### src/n64_ppu_defs.svh
// Global widths and sizes of the N64 video pixel pipeline
// PPU_BUF_DEPTH must be a power of two, because the buffer pointers wrap freely
// PPU_TX_CREDITS must match the slot count of the downstream receiver

`ifndef N64_PPU_DEFS_SVH
`define N64_PPU_DEFS_SVH

// Colour width on the N64 video bus
`define N64_COLOR_W     7

// Colour width towards the video transmitter
`define PPU_COLOR_W     8

// Sync bits travelling with each pixel
`define PPU_SYNC_W      4

// Scanline strength, 256 steps
`define PPU_SL_STR_W    8

// Output buffer and downstream receiver sizes
`define PPU_BUF_DEPTH   4
`define PPU_TX_CREDITS  4

`endif

### src/n64_ppu_pkg.sv
// Types shared by the N64 video pixel pipeline
// Bus word views assume the usual N64 layout with sync bits in the lower nibble

`include "n64_ppu_defs.svh"

package n64_ppu_pkg;

  // One word of the N64 video bus, decoded as sync bits or as a colour
  typedef union packed {
    logic [`N64_COLOR_W-1:0] color;
    struct packed {
      logic [`N64_COLOR_W-`PPU_SYNC_W-1:0] rsvd;
      logic nvsync;
      logic nclamp;
      logic nhsync;
      logic ncsync;
    } sync;
  } n64_vbus_t;

  // Bit positions inside every sync field of the pipeline
  localparam int SYNC_NVSYNC = 3;
  localparam int SYNC_NCLAMP = 2;
  localparam int SYNC_NHSYNC = 1;
  localparam int SYNC_NCSYNC = 0;

endpackage

### src/n64_ppu_top.sv
// N64 video input pipeline: bus demux, scanline emulation, credit based output
// All stages run on N64_CLK_i, no clock domain crossing inside
// VD_o carries red in the upper byte

`timescale 1ns/1ns

`include "n64_ppu_defs.svh"

module n64_ppu_top (
  input  logic                        N64_CLK_i,
  input  logic                        arst_n_i,
  input  logic                        nVDSYNC_i,
  input  n64_ppu_pkg::n64_vbus_t      VD_i,
  input  logic                        n16bit_mode_i,
  input  logic                        sl_en_i,
  input  logic [`PPU_SL_STR_W-1:0]    sl_str_i,
  input  logic                        credit_return_i,
  output logic                        vd_valid_o,
  output logic [3*`PPU_COLOR_W-1:0]   VD_o,
  output logic [`PPU_SYNC_W-1:0]      sync_o,
  output logic                        overflow_o
);

  // Demux to scanline stage
  logic                      pix_valid;
  logic [`PPU_SYNC_W-1:0]    pix_sync;
  logic [`N64_COLOR_W-1:0]   pix_r;
  logic [`N64_COLOR_W-1:0]   pix_g;
  logic [`N64_COLOR_W-1:0]   pix_b;

  // Scanline stage to output buffer
  logic                      sl_valid;
  logic [`PPU_SYNC_W-1:0]    sl_sync;
  logic [3*`PPU_COLOR_W-1:0] sl_rgb;

  // ==========================================================
  // Input side
  // ==========================================================

  n64_vdemux vdemux_i (
    .N64_CLK_i   (N64_CLK_i),
    .arst_n_i    (arst_n_i),
    .nVDSYNC_i   (nVDSYNC_i),
    .VD_i        (VD_i),
    .pix_valid_o (pix_valid),
    .pix_sync_o  (pix_sync),
    .pix_r_o     (pix_r),
    .pix_g_o     (pix_g),
    .pix_b_o     (pix_b)
  );

  // ==========================================================
  // Processing and output side
  // ==========================================================

  n64_scanline_emu scanline_emu_i (
    .N64_CLK_i     (N64_CLK_i),
    .arst_n_i      (arst_n_i),
    .pix_valid_i   (pix_valid),
    .pix_sync_i    (pix_sync),
    .pix_r_i       (pix_r),
    .pix_g_i       (pix_g),
    .pix_b_i       (pix_b),
    .n16bit_mode_i (n16bit_mode_i),
    .sl_en_i       (sl_en_i),
    .sl_str_i      (sl_str_i),
    .sl_valid_o    (sl_valid),
    .sl_sync_o     (sl_sync),
    .sl_rgb_o      (sl_rgb)
  );

  ppu_credit_tx credit_tx_i (
    .N64_CLK_i       (N64_CLK_i),
    .arst_n_i        (arst_n_i),
    .sl_valid_i      (sl_valid),
    .sl_sync_i       (sl_sync),
    .sl_rgb_i        (sl_rgb),
    .credit_return_i (credit_return_i),
    .vd_valid_o      (vd_valid_o),
    .VD_o            (VD_o),
    .sync_o          (sync_o),
    .overflow_o      (overflow_o)
  );

endmodule

### src/n64_scanline_emu.sv
// Colour reduction, 7 to 8 bit expansion and horizontal scanline emulation
// n16bit_mode_i high selects 16-bit colour, despite its name
// Lines are counted from the nHSYNC falling edge, nVSYNC falling resets to even

`timescale 1ns/1ns

`include "n64_ppu_defs.svh"

module n64_scanline_emu (
  input  logic                          N64_CLK_i,
  input  logic                          arst_n_i,
  input  logic                          pix_valid_i,
  input  logic [`PPU_SYNC_W-1:0]        pix_sync_i,
  input  logic [`N64_COLOR_W-1:0]       pix_r_i,
  input  logic [`N64_COLOR_W-1:0]       pix_g_i,
  input  logic [`N64_COLOR_W-1:0]       pix_b_i,
  input  logic                          n16bit_mode_i,
  input  logic                          sl_en_i,
  input  logic [`PPU_SL_STR_W-1:0]      sl_str_i,
  output logic                          sl_valid_o,
  output logic [`PPU_SYNC_W-1:0]        sl_sync_o,
  output logic [3*`PPU_COLOR_W-1:0]     sl_rgb_o
);

  import n64_ppu_pkg::*;

  logic line_odd_q;
  logic line_odd_d;
  logic hs_prev_q;
  logic vs_prev_q;
  logic dim;

  // Reduce, expand and optionally dim one colour
  function automatic logic [`PPU_COLOR_W-1:0] color_proc(
    input logic [`N64_COLOR_W-1:0]  c_in,
    input logic                     reduce,
    input logic                     dim_en,
    input logic [`PPU_SL_STR_W-1:0] str
  );
    logic [`N64_COLOR_W-1:0]               c_red;
    logic [`PPU_COLOR_W-1:0]               c_exp;
    logic [`PPU_COLOR_W+`PPU_SL_STR_W-1:0] prod;
    c_red = c_in;
    if (reduce)
      c_red[1:0] = 2'b00;
    // MSB replication fills the extra bit
    c_exp = {c_red, c_red[`N64_COLOR_W-1]};
    prod  = c_exp * str;
    if (dim_en)
      return c_exp - prod[`PPU_COLOR_W+`PPU_SL_STR_W-1:`PPU_SL_STR_W];
    return c_exp;
  endfunction

  // ==========================================================
  // Line parity
  // ==========================================================

  // The pixel that opens a line already belongs to it
  always_comb begin
    line_odd_d = line_odd_q;
    if (!pix_sync_i[SYNC_NVSYNC] && vs_prev_q)
      line_odd_d = 1'b0;
    else if (!pix_sync_i[SYNC_NHSYNC] && hs_prev_q)
      line_odd_d = ~line_odd_q;
  end

  assign dim = sl_en_i & line_odd_d;

  always_ff @(posedge N64_CLK_i or negedge arst_n_i) begin
    if (!arst_n_i) begin
      line_odd_q <= 1'b0;
      hs_prev_q  <= 1'b1;
      vs_prev_q  <= 1'b1;
      sl_valid_o <= 1'b0;
    end else begin
      sl_valid_o <= pix_valid_i;
      if (pix_valid_i) begin
        line_odd_q <= line_odd_d;
        hs_prev_q  <= pix_sync_i[SYNC_NHSYNC];
        vs_prev_q  <= pix_sync_i[SYNC_NVSYNC];
      end
    end
  end

  // ==========================================================
  // Pixel register
  // ==========================================================

  always_ff @(posedge N64_CLK_i) begin
    if (pix_valid_i) begin
      sl_sync_o <= pix_sync_i;
      sl_rgb_o  <= {color_proc(pix_r_i, n16bit_mode_i, dim, sl_str_i),
                    color_proc(pix_g_i, n16bit_mode_i, dim, sl_str_i),
                    color_proc(pix_b_i, n16bit_mode_i, dim, sl_str_i)};
    end
  end

endmodule

### src/n64_vdemux.sv
// Demultiplexes the N64 video bus into pixels
// Expects one sync word (nVDSYNC_i low) followed by red, green and blue words
// A sync word always restarts the sequence, a partial group is discarded

`timescale 1ns/1ns

`include "n64_ppu_defs.svh"

module n64_vdemux (
  input  logic                        N64_CLK_i,
  input  logic                        arst_n_i,
  input  logic                        nVDSYNC_i,
  input  n64_ppu_pkg::n64_vbus_t      VD_i,
  output logic                        pix_valid_o,
  output logic [`PPU_SYNC_W-1:0]      pix_sync_o,
  output logic [`N64_COLOR_W-1:0]     pix_r_o,
  output logic [`N64_COLOR_W-1:0]     pix_g_o,
  output logic [`N64_COLOR_W-1:0]     pix_b_o
);

  import n64_ppu_pkg::*;

  // Phase 0 is idle, 1 to 3 expect red, green and blue
  logic [1:0]              phase_q;

  // Staging for the group in progress
  logic [`PPU_SYNC_W-1:0]  sync_q;
  logic [`N64_COLOR_W-1:0] r_q;
  logic [`N64_COLOR_W-1:0] g_q;

  // ==========================================================
  // Phase counter and valid
  // ==========================================================

  always_ff @(posedge N64_CLK_i or negedge arst_n_i) begin
    if (!arst_n_i) begin
      phase_q     <= 2'd0;
      pix_valid_o <= 1'b0;
    end else begin
      pix_valid_o <= 1'b0;
      if (!nVDSYNC_i) begin
        phase_q <= 2'd1;
      end else if (phase_q != 2'd0) begin
        // Wraps back to idle after the blue word
        phase_q <= phase_q + 2'd1;
        if (phase_q == 2'd3)
          pix_valid_o <= 1'b1;
      end
    end
  end

  // ==========================================================
  // Data capture
  // ==========================================================

  always_ff @(posedge N64_CLK_i) begin
    if (!nVDSYNC_i) begin
      sync_q[SYNC_NVSYNC] <= VD_i.sync.nvsync;
      sync_q[SYNC_NCLAMP] <= VD_i.sync.nclamp;
      sync_q[SYNC_NHSYNC] <= VD_i.sync.nhsync;
      sync_q[SYNC_NCSYNC] <= VD_i.sync.ncsync;
    end else begin
      case (phase_q)
        2'd1: r_q <= VD_i.color;
        2'd2: g_q <= VD_i.color;
        2'd3: begin
          // Whole pixel moves to the outputs at once
          pix_sync_o <= sync_q;
          pix_r_o    <= r_q;
          pix_g_o    <= g_q;
          pix_b_o    <= VD_i.color;
        end
        default: ;
      endcase
    end
  end

endmodule

### src/ppu_credit_tx.sv
// Pixel buffer with credit based flow control towards the video transmitter
// The N64 source cannot stall, so a pixel arriving at a full buffer is lost
// and overflow_o stays set until reset
// An empty buffer with credit passes the incoming pixel straight through

`timescale 1ns/1ns

`include "n64_ppu_defs.svh"

module ppu_credit_tx (
  input  logic                       N64_CLK_i,
  input  logic                       arst_n_i,
  input  logic                       sl_valid_i,
  input  logic [`PPU_SYNC_W-1:0]     sl_sync_i,
  input  logic [3*`PPU_COLOR_W-1:0]  sl_rgb_i,
  input  logic                       credit_return_i,
  output logic                       vd_valid_o,
  output logic [3*`PPU_COLOR_W-1:0]  VD_o,
  output logic [`PPU_SYNC_W-1:0]     sync_o,
  output logic                       overflow_o
);

  localparam int PTR_W = $clog2(`PPU_BUF_DEPTH);
  localparam int CNT_W = $clog2(`PPU_BUF_DEPTH + 1);
  localparam int CRD_W = $clog2(`PPU_TX_CREDITS + 1);
  localparam int PIX_W = `PPU_SYNC_W + 3*`PPU_COLOR_W;

  logic [PIX_W-1:0] buf_mem [`PPU_BUF_DEPTH];
  logic [PTR_W-1:0] wr_ptr_q;
  logic [PTR_W-1:0] rd_ptr_q;
  logic [CNT_W-1:0] count_q;
  logic [CRD_W-1:0] credits_q;

  logic             buf_empty;
  logic             buf_full;
  logic             has_credit;
  logic             send;
  logic             push;
  logic             pop;
  logic             drop;
  logic [PIX_W-1:0] in_pix;
  logic [PIX_W-1:0] head_pix;

  assign in_pix     = {sl_sync_i, sl_rgb_i};
  assign buf_empty  = (count_q == '0);
  assign buf_full   = (count_q == CNT_W'(`PPU_BUF_DEPTH));
  assign has_credit = (credits_q != '0);

  // Oldest pixel first, the input only when nothing is waiting
  assign head_pix = buf_empty ? in_pix : buf_mem[rd_ptr_q];
  assign send     = has_credit & (~buf_empty | sl_valid_i);
  assign pop      = send & ~buf_empty;
  assign drop     = sl_valid_i & buf_full;
  assign push     = sl_valid_i & ~buf_full & ~(buf_empty & has_credit);

  // ==========================================================
  // Buffer and credit control
  // ==========================================================

  always_ff @(posedge N64_CLK_i or negedge arst_n_i) begin
    if (!arst_n_i) begin
      wr_ptr_q   <= '0;
      rd_ptr_q   <= '0;
      count_q    <= '0;
      credits_q  <= CRD_W'(`PPU_TX_CREDITS);
      vd_valid_o <= 1'b0;
      overflow_o <= 1'b0;
    end else begin
      if (push)
        wr_ptr_q <= wr_ptr_q + 1'b1;
      if (pop)
        rd_ptr_q <= rd_ptr_q + 1'b1;
      case ({push, pop})
        2'b10:   count_q <= count_q + 1'b1;
        2'b01:   count_q <= count_q - 1'b1;
        default: ;
      endcase
      // Send and return in one cycle cancel out
      case ({send, credit_return_i})
        2'b10:   credits_q <= credits_q - 1'b1;
        2'b01:   credits_q <= credits_q + 1'b1;
        default: ;
      endcase
      vd_valid_o <= send;
      if (drop)
        overflow_o <= 1'b1;
    end
  end

  // ==========================================================
  // Storage and output register
  // ==========================================================

  always_ff @(posedge N64_CLK_i) begin
    if (push)
      buf_mem[wr_ptr_q] <= in_pix;
    if (send)
      {sync_o, VD_o} <= head_pix;
  end

endmodule

### config.mk
export PLATFORM = sky130hd
export DESIGN_NAME = n64_ppu_top
export DESIGN_NICKNAME = d
export VERILOG_FILES = /design/src/n64_ppu_pkg.sv /design/src/n64_ppu_top.sv /design/src/n64_scanline_emu.sv /design/src/n64_vdemux.sv /design/src/ppu_credit_tx.sv
export VERILOG_INCLUDE_DIRS = /design/src
export SDC_FILE = /design/constraint.sdc
export NUM_CORES = 1
export LEC_CHECK = 0
export BUFFER_PORTS_ARGS = -buffer_cell sky130_fd_sc_hd__buf_2
export CAP_MARGIN = 5
export CORE_UTILIZATION = 41
export CTS_BUF_LIST = sky130_fd_sc_hd__clkbuf_8
export DETAILED_ROUTE_END_ITERATION = 10
export PLACE_DENSITY_LB_ADDON = 0.08
export SYNTH_ARGS = -nofsm -noshare
export SYNTH_HDL_FRONTEND = slang
export SYNTH_SLANG_ARGS = --single-unit
### constraint.sdc
create_clock -name N64_CLK_i -period 5.5 [get_ports N64_CLK_i]
set_clock_uncertainty 0.15 [all_clocks]
set_input_delay 0.55 -clock N64_CLK_i [delete_from_list [all_inputs] [get_ports N64_CLK_i]]
set_output_delay 0.55 -clock N64_CLK_i [all_outputs]
set_load 0.02 [all_outputs]
==> impl_metrics.toml <==
[layout]
drive_above_1_share = 0.295
mostFrequentLayoutCells = "edfxtp_1 (211), inv_1 (183), buf_4 (157), and2_1 (124), ha_1 (115)"
fin_area_mm2 = 0.0185
n_antenna_cell = 0
final_common_cell = "edfxtp_1"
area_growth_pct = 21.1
final_nets = 1692
instances_no_fill = 1928

[floorplan]
rows = 70
die_area_mm2 = 0.0380
start_util = 0.417
fp.dieW_um = 195
dieHeight_um = 195
core_area_mm2 = 0.0366
ios = 51

[timing]
final_max_slew_viol_count = 0
hold_ws_ps = 53.5
max_clock_freq_mhz = 175
period_needed_ps = 5710
timing.final.ws_setup_ps = -205
rsz0062_at_grt = "true"
fin_crit_sh = 1.04
relSlewSlack = 0.472
max_slew.worst_pin.slew_ps = 793
hold_viol_final = 0
setup_viol = 6

[critical_path]
cp_data_arrival_time_ps = 5870
crit_path_end_kind = "flop"
cp_common_cell = "fa_1"
crit_buf_inv = 3
crit_path_top_delay_cell = "fa_1"
crit_type = "flop to flop"
crit_start = "vdemux_i.pix_r_o[0]"
required_ps = 5660
critical-path-top-delay-family = "adder cells"
slowest_delay_ps = 540
cp_max_fo = 6
r2r_start = "vdemux_i.pix_r_o[0]"
worstSetupStartpointType = "flop"
critical_path.cell_chain = "and2b_2, buf_6, and2_4, fa_1, fa_2, fa_1, inv_1, fa_1, inv_2, ha_4, nand2_4, nor2_4, nand2_2, a311oi_2, o21a_1, nor2_1, xor2_1, ha_1, or3_4, a31o_2, mux2i_1, xnor2_1"

[synthesis]
synth_fp_nets = 1475
synth_edf_count = 211
yosysUniqueCellTypes = 57
synth_top_flop_cell = "edfxtp_1"
synth.largest_area_cell = "edfxtp_1"
synthCells = 1214
post_synth.cell_area_avg_um2 = 12.6
synthArstFlopShare = 0.0826
netlist_area_mm2 = 0.0153
synth_area_leaders = "edfxtp_1 (42%), fa_1 (14%), ha_1 (11%), and2_1 (5.4%), inv_1 (4.4%)"
synth_top_area_share = 0.415
synth-seq-cells = 230
yosys_warnings = 0
seq_area_frac_synth = 0.447

[global_route]
grt_pass1_vias = 10083
grt_antenna_before_repair = 0
grt_overflow_total = 0
grt_max_degree = 41
grt_use_total = 0.183
grt_pass1_wl_mm = 54.0

[status]
violations = "setup timing"
status = "complete, but fails checks"

[clocking]
cts_tree = "done"
cts_root_buf = "clkbuf_8"
cts.sink_count = 230
cts.clk_slew.worst_paths_ps = 60
cts_made_buffers = 39
clock_latency_ps = 570
ctsHtreeMaxLevel = 2
cts.path.max_buffers = 3

[place]
gp_congestion = 0.816
io_buffers = 50
dp_cells = 1837
dp_hpwl_mm = 24.0
place_area_mm2 = 0.0172

[run]
maxCapViolCount = 0

[route]
viasPerCell = 4.84
wirelength_mm = 32.7
final_antenna_net_count = 0
dr.pass1.iters = 4
avgRoutedWirePerCell_um = 16.9
drt_iter0_markers = 375
vias = 9324
drc = 0

[power]
p_total_mw = 11.7
powerDensity_mw_per_mm2 = 634
irDropWorstVdd_mv = 0.330
power_leakage_nw = 8.10

[worst_hold_path]
holdCritStartpoint = "VD_i[5]"
hold_class = "primary input to flop"
power by group:
group	internal, mW	total [mW]	switching [mW]
combinational	3.91	7.49	3.58
clock	0.853	1.54	0.688
sequential	2.46	2.68	0.222
total	7.22	11.7	4.49
kinds of logic (layout without fill, tap and decap cells):
kind of cell	Yosys count	in the layout	share of synthesized area
AOI/OAI and AO/OA	100	100	0.0432
xor gates and xnor gates	48	48	0.0276
adders and majority gates	240	240	0.251
buffers and inverters	219	465	0.0543
DFF	230	230	0.447
muxes	62	62	0.0662
and+or+nand+nor	315	315	0.111
synthesized netlist by cell type (all sizes together), types with 24 or more instances:
| cell | count |
|---|---|
| edfxtp | 211 |
| inv | 177 |
| and2 | 132 |
| ha | 130 |
| fa | 110 |
| nand2 | 95 |
| clkbuf | 38 |
| o21ai | 35 |
| mux2 | 31 |
| mux4 | 28 |
| xnor2 | 25 |
| a21oi | 24 |
worst paths after layout:
kind	endpoint	slack, ps	cells past startpoint
hold / removal	vdemux_i.pix_b_o[5]	50	1
min in group asynchronous	vdemux_i.phase_q[0]	330	2
setup / recovery	scanline_emu_i.sl_rgb_o[23]	-210	22
max in group asynchronous	credit_tx_i.rd_ptr_q[1]	4500	2
setup reg to reg	scanline_emu_i.sl_rgb_o[23]	-210	22
hold reg to reg	vdemux_i.pix_sync_o[3]	270	0
state kept, by name (all words and copies together), names as in the netlist, 3 cells and up:
name,count
vdemux_i.pix_r_o,7
vdemux_i.g_q,7
vdemux_i.pix_b_o,7
credit_tx_i.buf_mem,112
scanline_emu_i.sl_sync_o,4
credit_tx_i.VD_o,24
vdemux_i.pix_g_o,7
scanline_emu_i.sl_rgb_o,24
vdemux_i.r_q,7
credit_tx_i.credits_q,3
credit_tx_i.sync_o,4
vdemux_i.pix_sync_o,4
credit_tx_i.count_q,3
vdemux_i.sync_q,4
what timing repair did:
item / 4_1_cts / 5_1_grt
hold buffers: 2 / 0
endpoints found under the setup margin: 8 / 15
resized for setup: 48 / 31
endpoints found under the hold margin: 17 / 0
setup buffers: 17 / 6
pin swaps: 87 / 37
cell type report:
| type | instances | area [µm²] |
|---|---|---|
| Fill cell | 3273 | 18100 |
| Multi-Input combinational cell | 765 | 8080 |
| Sequential cell | 230 | 6820 |
| Timing Repair Buffer | 218 | 1550 |
| Inverter | 177 | 664 |
| Tap cell | 468 | 586 |
| Clock buffer | 42 | 578 |
| Clock inverter | 28 | 208 |
metrics by stage:
stage / setup slack (ps) / setup TNS [ps] / utilization
detailed placement: -613 / -6580 / 0.469
finish: -205 / -887 / 0.505
global placement: -595 / -5920 / 0.469
global route: -452 / -3220 / 0.505
CTS: -217 / -1020 / 0.500
floorplan: -282 / -1260 / -
per-layer routing:
| layer | up-vias | wire length, µm | global-route usage |
|---|---|---|---|
| li1 | 4553 | - | - |
| met1 | 4604 | 16000 | 0.258 |
| met2 | 129 | 15100 | 0.293 |
| met3 | 38 | 968 | 0.0265 |
| met4 | 0 | 632 | 0.0522 |
| met5 | - | 0 | 0 |
Power figures use the tool's default switching activity.
